===== config.mk =====
export PLATFORM = sky130hd
export DESIGN_NAME = tcu_top
export DESIGN_NICKNAME = d
export VERILOG_FILES = /design/src/hdl/tcu_pkg.sv /design/src/hdl/tcu_top.sv /design/src/hdl/event_merger.sv /design/src/hdl/edge_capture.sv /design/src/hdl/reload_timer.sv /design/src/hdl/tick_prescaler.sv
export VERILOG_INCLUDE_DIRS = /design/src /design/src/hdl
export SDC_FILE = /design/constraint.sdc
export NUM_CORES = 1
export LEC_CHECK = 0
export BUFFER_PORTS_ARGS = -buffer_cell sky130_fd_sc_hd__buf_2
export CAP_MARGIN = 20
export CORE_MARGIN = 2
export CORE_UTILIZATION = 60
export CTS_BUF_LIST = sky130_fd_sc_hd__clkbuf_4 sky130_fd_sc_hd__clkbuf_8
export DETAILED_ROUTE_END_ITERATION = 10
export MAX_ROUTING_LAYER = met4
export PLACE_DENSITY = 0.8
export SLEW_MARGIN = 30
export SYNTH_ARGS = -nofsm -noshare
export SYNTH_HDL_FRONTEND = slang
export SYNTH_SLANG_ARGS = --single-unit

===== constraint.sdc =====
create_clock -name clk -period 9.2 [get_ports clk]
set_clock_uncertainty 0.1 [all_clocks]
set_input_delay 1.84 -clock clk [delete_from_list [all_inputs] [get_ports clk]]
set_output_delay 1.84 -clock clk [all_outputs]
set_load 0.005 [all_outputs]

===== src/hdl/tcu_defs.svh =====
// tcu width, queue depth and credit macros
`ifndef TCU_DEFS_SVH
`define TCU_DEFS_SVH

// prescaler divide setting
`define TCU_DIV_W 8
// timer reload value
`define TCU_TMR_W 16
// capture stamp counter
`define TCU_STAMP_W 8
// records held by the event queue
`define TCU_EVQ_DEPTH 8
// credits after reset, also the ceiling
`define TCU_CREDITS 4

`endif

===== src/hdl/tcu_pkg.sv =====
// tcu package with configuration, stamp, event flag and event record types
`default_nettype none

`include "tcu_defs.svh"

package tcu_pkg;

	typedef logic [`TCU_TMR_W-1:0] tmr_val_t;
	typedef logic [`TCU_STAMP_W-1:0] stamp_t;

	typedef struct packed {
		logic [`TCU_DIV_W-1:0] div;    // tick every div+1 clocks
		tmr_val_t              tmr_val;
		logic                  tmr_en;
		logic                  cap_en;
		logic                  rise_en;
		logic                  fall_en;
	} tcu_cfg_t;

	typedef struct packed {
		logic expire;
		logic rise;
		logic fall;
		logic ovf;
	} evt_flags_t;

	typedef struct packed {
		evt_flags_t flags;
		stamp_t     stamp;    // counter value after this cycle's tick
	} evt_t;

endpackage

`default_nettype wire


===== src/hdl/tcu_top.sv =====
// timer and capture unit top level
`timescale 1ns/1ps
`default_nettype none

module tcu_top (
	input  wire                    clk,
	input  wire                    rst,
	input  wire tcu_pkg::tcu_cfg_t i_cfg,
	input  wire                    i_sig,
	input  wire                    i_evt_credit,
	output logic                   o_tmr_clk,
	output logic                   o_evt_valid,
	output tcu_pkg::evt_t          o_evt,
	output logic                   o_lost
);
	import tcu_pkg::*;

	logic       tick;
	logic       tmr_expire;
	logic       cap_rise;
	logic       cap_fall;
	logic       cap_ovf;
	stamp_t     cap_stamp;
	evt_flags_t evt_flags;

	assign evt_flags = '{expire: tmr_expire, rise: cap_rise, fall: cap_fall, ovf: cap_ovf};

	tick_prescaler tick_prescaler_inst (
		.clk    (clk),
		.rst    (rst),
		.i_div  (i_cfg.div),
		.o_tick (tick)
	);

	reload_timer reload_timer_inst (
		.clk       (clk),
		.rst       (rst),
		.i_tick    (tick),
		.i_en      (i_cfg.tmr_en),
		.i_reload  (i_cfg.tmr_val),
		.o_expire  (tmr_expire),
		.o_tmr_clk (o_tmr_clk)
	);

	edge_capture edge_capture_inst (
		.clk       (clk),
		.rst       (rst),
		.i_tick    (tick),
		.i_en      (i_cfg.cap_en),
		.i_rise_en (i_cfg.rise_en),
		.i_fall_en (i_cfg.fall_en),
		.i_sig     (i_sig),
		.o_rise    (cap_rise),
		.o_fall    (cap_fall),
		.o_ovf     (cap_ovf),
		.o_stamp   (cap_stamp)
	);

	event_merger event_merger_inst (
		.clk          (clk),
		.rst          (rst),
		.i_flags      (evt_flags),
		.i_stamp      (cap_stamp),
		.i_evt_credit (i_evt_credit),
		.o_evt_valid  (o_evt_valid),
		.o_evt        (o_evt),
		.o_lost       (o_lost)
	);

endmodule

`default_nettype wire


===== src/hdl/event_merger.sv =====
// event merger with record builder, circular record queue and credit counter
`timescale 1ns/1ps
`default_nettype none

`include "tcu_defs.svh"

module event_merger (
	input  wire                      clk,
	input  wire                      rst,
	input  wire tcu_pkg::evt_flags_t i_flags,
	input  wire tcu_pkg::stamp_t     i_stamp,
	input  wire                      i_evt_credit,
	output logic                     o_evt_valid,
	output tcu_pkg::evt_t            o_evt,
	output logic                     o_lost
);
	import tcu_pkg::*;

	localparam int PTR_W  = $clog2(`TCU_EVQ_DEPTH) + 1;    // extra wrap bit
	localparam int CRED_W = $clog2(`TCU_CREDITS + 1);

	evt_t              evq_mem [`TCU_EVQ_DEPTH];
	logic [PTR_W-1:0]  wr_ptr;
	logic [PTR_W-1:0]  rd_ptr;
	logic [PTR_W-1:0]  fill;
	logic [CRED_W-1:0] credit_cnt;
	logic              any_evt;
	logic              empty;
	logic              full;
	logic              wr_en;
	logic              rd_en;

	assign any_evt = |i_flags;
	assign fill    = wr_ptr - rd_ptr;
	assign empty   = (fill == '0);
	assign full    = (fill == PTR_W'(`TCU_EVQ_DEPTH));

	assign wr_en = any_evt & ~full;
	assign rd_en = ~empty & (credit_cnt != '0);    // one record per credit

	assign o_evt_valid = rd_en;
	assign o_evt       = evq_mem[rd_ptr[PTR_W-2:0]];

	always_ff @(posedge clk or negedge rst) begin
		if (!rst) begin
			wr_ptr <= '0;
			rd_ptr <= '0;
		end else begin
			if (wr_en) begin
				wr_ptr <= wr_ptr + 1'b1;
			end
			if (rd_en) begin
				rd_ptr <= rd_ptr + 1'b1;
			end
		end
	end

	always_ff @(posedge clk) begin
		if (wr_en) begin
			evq_mem[wr_ptr[PTR_W-2:0]] <= '{flags: i_flags, stamp: i_stamp};
		end
	end

	always_ff @(posedge clk or negedge rst) begin
		if (!rst) begin
			credit_cnt <= CRED_W'(`TCU_CREDITS);
		end else begin
			case ({rd_en, i_evt_credit})
				2'b10:   credit_cnt <= credit_cnt - 1'b1;
				2'b01:   credit_cnt <= credit_cnt + 1'b1;
				default: credit_cnt <= credit_cnt;    // send and return cancel
			endcase
		end
	end

	// sticky until reset
	always_ff @(posedge clk or negedge rst) begin
		if (!rst) begin
			o_lost <= 1'b0;
		end else if (any_evt & full) begin
			o_lost <= 1'b1;
		end
	end

endmodule

`default_nettype wire


===== src/hdl/edge_capture.sv =====
// edge capture with input synchronizer, edge detect and stamp counter with overflow
`timescale 1ns/1ps
`default_nettype none

module edge_capture (
	input  wire             clk,
	input  wire             rst,
	input  wire             i_tick,
	input  wire             i_en,
	input  wire             i_rise_en,
	input  wire             i_fall_en,
	input  wire             i_sig,
	output logic            o_rise,
	output logic            o_fall,
	output logic            o_ovf,
	output tcu_pkg::stamp_t o_stamp
);
	import tcu_pkg::*;

	logic [2:0] sync_q;    // sync_q[0] samples the raw input
	stamp_t     stamp_cnt;
	stamp_t     stamp_inc;
	logic       stamp_carry;
	logic       stamp_step;

	always_ff @(posedge clk or negedge rst) begin
		if (!rst) begin
			sync_q <= '0;
		end else begin
			sync_q <= {sync_q[1:0], i_sig};
		end
	end

	assign o_rise = i_en & i_rise_en & (sync_q[2:1] == 2'b01);
	assign o_fall = i_en & i_fall_en & (sync_q[2:1] == 2'b10);

	assign stamp_step = i_en & i_tick;
	assign {stamp_carry, stamp_inc} = {1'b0, stamp_cnt} + 1'b1;

	// carry out of the counter marks the wrap
	assign o_ovf = stamp_step & stamp_carry;

	// stamp seen by this cycle's events includes its tick
	assign o_stamp = stamp_step ? stamp_inc : stamp_cnt;

	always_ff @(posedge clk or negedge rst) begin
		if (!rst) begin
			stamp_cnt <= '0;
		end else if (!i_en) begin
			stamp_cnt <= '0;
		end else if (i_tick) begin
			stamp_cnt <= stamp_inc;
		end
	end

endmodule

`default_nettype wire


===== src/hdl/reload_timer.sv =====
// reload timer with square wave toggle output and expiry pulse
`timescale 1ns/1ps
`default_nettype none

module reload_timer (
	input  wire                    clk,
	input  wire                    rst,
	input  wire                    i_tick,
	input  wire                    i_en,
	input  wire tcu_pkg::tmr_val_t i_reload,
	output logic                   o_expire,
	output logic                   o_tmr_clk
);
	import tcu_pkg::*;

	tmr_val_t tmr_cnt;
	logic     armed;      // set by the first load
	logic     tmr_tgl;
	logic     at_zero;

	assign at_zero   = (tmr_cnt == '0);
	assign o_expire  = i_en & i_tick & at_zero & armed;    // same cycle as the tick
	assign o_tmr_clk = tmr_tgl;

	always_ff @(posedge clk or negedge rst) begin
		if (!rst) begin
			tmr_cnt <= '0;
			armed   <= 1'b0;
			tmr_tgl <= 1'b0;
		end else if (!i_en) begin
			tmr_cnt <= '0;
			armed   <= 1'b0;
			tmr_tgl <= 1'b0;
		end else if (i_tick) begin
			if (at_zero) begin
				tmr_cnt <= i_reload;
				armed   <= 1'b1;
				tmr_tgl <= tmr_tgl ^ armed;    // first load only arms
			end else begin
				tmr_cnt <= tmr_cnt - 1'b1;
			end
		end
	end

endmodule

`default_nettype wire


===== src/hdl/tick_prescaler.sv =====
// tick prescaler, one clock wide tick every i_div+1 cycles
`timescale 1ns/1ps
`default_nettype none

`include "tcu_defs.svh"

module tick_prescaler (
	input  wire                  clk,
	input  wire                  rst,
	input  wire [`TCU_DIV_W-1:0] i_div,
	output logic                 o_tick
);

	logic [`TCU_DIV_W-1:0] div_cnt;

	// >= so a lowered divider does not wait for a wrap
	assign o_tick = (div_cnt >= i_div);

	always_ff @(posedge clk or negedge rst) begin
		if (!rst) begin
			div_cnt <= '0;
		end else if (o_tick) begin
			div_cnt <= '0;
		end else begin
			div_cnt <= div_cnt + 1'b1;
		end
	end

endmodule

`default_nettype wire


After elaboration in Yosys (flattened, before gate mapping)
Memory sizes are Yosys's and may differ from the RTL's.
Index checks and enable logic that the tools add are counted.
{ "totals": {"reg_bits": 49, "ramBits": 96, "out_inout_bits": 15, "wordCells": 65, "mem_count": 1} }
{ "mem_list": {"columns": ["memory", "depth", "word_bits", "read_ports", "rd_clocked_by_memory_dff", "write_ports", "line_no", "text"], "rows": [
  ["event_merger_inst.evq_mem", 8, 12, 1, 0, 1, "event_merger.sv:22", "evt_t evq_mem [`TCU_EVQ_DEPTH];"]
]} }
{ "classes": {"addsub": 8, "n_lt_le_gt_ge": 1, "eq_ne": 8, "n_mux": 16, "bitwise": 15, "reduce_logical": 6} }
{ "ops": {"columns": ["operator", "n"], "rows": [
  ["$mux W16", 3],
  ["$mux W8", 4],
  ["$logic_not A16 Y1", 1],
  ["$sub A16 B1 Y16 const B", 1],
  ["$and A1 B1 Y1", 12],
  ["$add A8 B1 Y9 const B", 1],
  ["$add A4 B1 Y4 const B", 2],
  ["$add A8 B1 Y8 const B", 1],
  ["$ge A8 B8 Y1", 1],
  ["$mux W1", 8],
  ["$ne A2 B1 Y1 const B", 3],
  ["$pmux W3 S2", 1],
  ["$eq A2 B1 Y1 const B", 2],
  ["$eq A2 B2 Y1 const B", 2],
  ["$eq A4 B4 Y1 const B", 1],
  ["$logic_not A4 Y1", 1],
  ["$reduce_or A4 Y1", 1],
  ["$sub A4 B4 Y4", 1],
  ["$add A3 B1 Y3 const B", 1],
  ["$reduce_bool A3 Y1", 1],
  ["$sub A3 B1 Y3 const B", 1],
  ["$not A1 Y1", 2],
  ["$reduce_and A2 Y1", 1],
  ["$reduce_bool A2 Y1", 1],
  ["$xor A1 B1 Y1", 1]
]} }

Depth between registers and ports, before layout
{ "depth": {"word_depth": 8, "ltp_mapped": 15} }

Modules after synthesis
Synthesis repeated with hierarchy kept, for this count alone.
{ "unflattened": {"hier_cells": 503, "hier_area_um2": 6819.0} }
{ "by_module_without_submodules": {"columns": ["mod", "n_inst", "cells_each", "area_each_um2"], "rows": [
  ["event_merger", 1, 238, 4399.2],
  ["reload_timer", 1, 149, 1255.0],
  ["edge_capture", 1, 62, 609.3],
  ["tick_prescaler", 1, 54, 555.5]
]} }

Worst setup path after synthesis
OpenSTA, ideal clock, no wires.
{ "synth_timing": {"path_type": "input-to-reg", "from": "input port i_cfg[22] (netlist bit)", "to": "memory event_merger_inst.evq_mem[0][0] (netlist bit), enable pin", "setup_ns": 0.417, "t_arrival_ns": 4.157, "required_ns": 8.683, "slack_ns": 4.526, "path_stages": 7, "path_cell_list": "inv_1 > ha_1 > and3_1 > o21ai_0 > a31oi_1 > o22ai_2 > nor4b_1"} }
{ "synth_between": {"elab_chain_len": 8, "elab_cells_between_ends": 10, "classes_between": "1 x order compare; 2 x mux; 6 x bitwise; 1 x reduce/logical"} }
{ "synth_lines": {"columns": ["item", "line_no", "text"], "rows": [
  ["from (decl)", "tcu_top.sv:8", "input wire tcu_pkg::tcu_cfg_t i_cfg,"],
  ["$ge A8 B8 Y1 (*)", "tick_prescaler.sv:17", "assign o_tick = (div_cnt >= i_div);"],
  ["$and A1 B1 Y1 (3 in series)", "reload_timer.sv:22", "assign o_expire = i_en & i_tick & at_zero & armed;"],
  ["$reduce_or A4 Y1 (*)", "event_merger.sv:33", "assign any_evt = |i_flags;"],
  ["$and A1 B1 Y1 (*)", "event_merger.sv:38", "assign wr_en = any_evt & ~full;"],
  ["$mux W1 (*)", "event_merger.sv:59", "if (wr_en) begin"],
  ["$mux W1 (implied by the code) (*)", "event_merger.sv:60", "evq_mem[wr_ptr[PTR_W-2:0]] <= '{flags: i_flags, stamp: i_stamp};"],
  ["to (decl)", "event_merger.sv:22", null]
]} }
Every way passes the cells marked *; elsewhere a longest branch is shown, timed or not.

Worst setup path after layout
{ "layout_timing": {"from": "register event_merger_inst.rd_ptr[2]", "to": "output port o_evt_valid"} }
{ "layout_between": {"elab_chain_len": 4} }
{ "layout_lines": {"columns": ["item", "line_no", "text"], "rows": [
  ["from (decl)", "event_merger.sv:24", "logic [PTR_W-1:0] rd_ptr;"],
  ["from (signal assigned)", "event_merger.sv:53", "rd_ptr <= rd_ptr + 1'b1;"],
  ["$sub A4 B4 Y4", "event_merger.sv:34", "assign fill = wr_ptr - rd_ptr;"],
  ["$logic_not A4 Y1", "event_merger.sv:35", "assign empty = (fill == '0);"],
  ["$not A1 Y1", "event_merger.sv:39", "assign rd_en = ~empty & (credit_cnt != '0);"],
  ["$and A1 B1 Y1", "event_merger.sv:39", null],
  ["to (decl)", "tcu_top.sv:12", "output logic o_evt_valid,"]
]} }
Every way passes these cells.

==> reports/qor.txt <==
Combinational fraction of design power - 41.6%
Routed length per instance - 18.22 um
Fillers - 735
Sequential fraction of the synthesis area - 61.44%
Synthesized area - 0.006690 sq mm
Commonest non-fill, non-tap cells in the layout - edfxtp_1, nand2_1, dfrtp_1
Layout cells sized above 1 - 23.53%
Synthesized area per cell - 13.41 sq um
Aggregate routed wire length - 12770 um
Initial DRC Count - 227
Initial antenna violation count - 0
Initial Util - 61.72%
WHS - 0.2659 ns
I/O pins - 47
Met1 WL - 5404 um
Leak - 0.002956 uW
Max Cap Violations - 0
Final setup fails - 0
DP HPWL - 8308 um
CP max FO - 15
DR top layer - met4
Largest family of logic cells by synthesized area - simple AND/OR/NAND/NOR gates
Place WS - 4.132 ns
CTS Buf Count - 17
Grt ovf - 0
Clock Tree Buf Depth - 2
Die height - 109.6 um
DR pass1 iterations - 5
Fraction of registers with async set/reset - 33.79%
Type of the worst min-delay path - register to register
Status - completed
Worst VDD drop - 245.6 uV
Clock power frac - 22.2%
Mux share of post-synthesis cell area - 8.902%
Post-CTS resize count - 0
Ys flop type - edfxtp_1
Flops & latches, synth - 145
Crit start category - register
Clock Root Buffer - clkbuf_8
RSZ-0062 raised after global routing - false
Synth Area in XOR/XNOR - 4.189%
Min Tclk post-route - 5.126 ns
Number of cell rows - 38
F_max - 195.1 MHz
Met2 wire length - 6448 um
Gate Count Post-Synth - 499
Synth area leaders - edfxtp_1, dfrtp_1, mux4_2, nand2_1, ha_1
Pint - 1474 uW
Pwr/cell area - 318.6 mW/mm^2
Clk pin slew, worst setup/hold paths - 0.07 ns
Post-synth top area cell - edfxtp_1
N_diodes - 0
Die X - 109.6 um
Cts hold-fix bufs - 0
P_sw - 914.0 uW
CTS tree - built
Yosys warns - 0
Layout net count - 599
Simple-Gate Fraction of Synth Area - 13.00%
Vias - 4094
Seq pwr share - 36.2%
CP required - 7.26 ns
Most common cell after layout, fill and taps aside - edfxtp_1
GR Util All Layers - 24.38%
Yosys cell types - 61
DR vias/cell - 5.840
Vias in the first global route - 4145
Clock Sinks - 145
Final Hold Vio Count - 0
Clock latency on the worst-skew pair - 0.43 ns
EDFF count, synth - 96
Post-route DRC violation count - 0
Metal3 WL - 684 um
Layout Area Growth over Synthesis - 12.06%
H-tree Lvls - 4
Gpl congestion - 0.8126
Compound-gate portion of the synthesized area - 6.265%
First-pass GRT wire length - 20760 um
Worst-Margin Slew - 0.8251 ns
Post-route worst setup slack - 4.074 ns
Post-CTS Setup Bufs - 0
Core Region - 0.01084 sq mm
Yosys top cell area share - 43.09%
Die area - 0.01201 sq mm
Final ANT Viol Nets - 0
Largest net degree at the start of global routing - 50
CP Class - register to output pin
Mapped Nets - 549
Setup TNS Final - 0 ns
Final Cycle Share - 55.71%
Sw frac - 38.27%
Slew Limit Headroom - 44.57%
Port Buffer Count - 46
Synth Area in Adders - 3.479%
WP data arrival - 3.19 ns
Slew Viols, Final - 0
Critical Path End Type - output pin
## logic make-up (layout without fill, tap and decap cells)
group / count (synthesis) / after routing
flops: 145 / 145
mux: 29 / 29
compound gates: 65 / 65
buf+inv: 43 / 105
simple gates: 167 / 167
xor+xnor: 32 / 32
fa+ha+maj: 18 / 18
## path summary, 6_finish.rpt
| check | start | endpoint | slack [ns] | cells after the start |
|---|---|---|---|---|
| min | edge_capture_inst.sync_q[0]$_DFF_PN0_ | edge_capture_inst.sync_q[1]$_DFF_PN0_ | 0.27 | 0 |
| min in group asynchronous | rst | tick_prescaler_inst.div_cnt[0]$_DFF_PN0_ | 1.31 | 1 |
| max | event_merger_inst.rd_ptr[2]$_DFFE_PN0P_ | o_evt_valid | 4.07 | 7 |
| max in group asynchronous | rst | edge_capture_inst.stamp_cnt[6]$_DFFE_PN0P_ | 7.24 | 1 |
| max reg2reg | event_merger_inst.rd_ptr[2]$_DFFE_PN0P_ | event_merger_inst.credit_cnt[1]$_DFFE_PN0P_ | 5.36 | 11 |
| min reg2reg | edge_capture_inst.sync_q[0]$_DFF_PN0_ | edge_capture_inst.sync_q[1]$_DFF_PN0_ | 0.27 | 0 |
## routing by layer
layer	track usage, %	vias up
li1	-	1934
met1	29.74	2018
met2	39.95	119
met3	6.461	23
met4	8.047	0
met5	-	-
## critical path, stage by stage, from the launching register on
cell	delay [ns]
dfrtp_1	0.75
inv_1	0.47
ha_1	0.47
a21oi_1	0.16
nand2_1	0.08
xnor2_1	0.14
a21oi_1	0.47
buf_2	0.21
## power groups by stage
stage | clock [uW] | combinational [uW] | sequential [uW]
2_1_floorplan | 0 | 838 | 847
3_3_place_gp | 0 | 961 | 870
3_5_place_dp | 0 | 989 | 876
4_1_cts | 539 | 1000 | 864
5_1_grt | 565 | 1110 | 879
6_report | 530 | 993 | 865
## synth_stat cells (2+ instances only)
cell type	count
edfxtp_1	96
a21oi_2	3
and3_1	10
nand3b_1	3
o21ai_0	23
ha_1	17
a21o_1	2
nor4_1	2
o211ai_1	3
a31oi_1	2
nand4_1	3
nand2b_1	3
inv_1	20
a21oi_1	16
nor3_2	2
clkbuf_1	15
dfrtp_1	48
nor2b_1	2
o221a_1	2
buf_1	3
nand2_1	60
xor2_1	10
nor3_1	8
or3_1	9
mux4_2	24
a211oi_1	2
nand3_1	17
and3b_1	2
xnor2_1	22
o211ai_2	2
nand2_2	2
and2_1	10
nor2_1	23
o21a_1	2
mux2_2	3
buf_6	2
buf_2	2
## flip-flops by register name (all words and copies together), names as in the netlist, 3 cells and up
register	flops
edge_capture_inst.stamp_cnt	8
edge_capture_inst.sync_q	3
tick_prescaler_inst.div_cnt	8
reload_timer_inst.tmr_cnt	16
event_merger_inst.evq_mem	96
event_merger_inst.wr_ptr	4
event_merger_inst.rd_ptr	4
event_merger_inst.credit_cnt	3
## stage by stage
step                util (%)  std cells  cell area [sq um]  total power, uW
finish                 69.16        701               7497             2388
global route           69.16        701               7497             2557
CTS                    69.10        701               7491             2403
detailed placement     65.15        670               7063             1865
global placement       65.13        670               7061             1831
floorplan                  -        499               6690             1686
## layout make-up
cell class              instances  area (sq um)  area share [%]
clock buffers                  18         241.5           3.221
clock inverters                13         186.4           2.487
inverters                      20         75.07           1.001
multi-input cells             311          2416           32.23
flip-flops and latches        145          4110           54.82
well taps                     140         175.2           2.336
repair buffers                 54         292.8           3.905
Note: power is estimated with default switching activity, not from simulation.
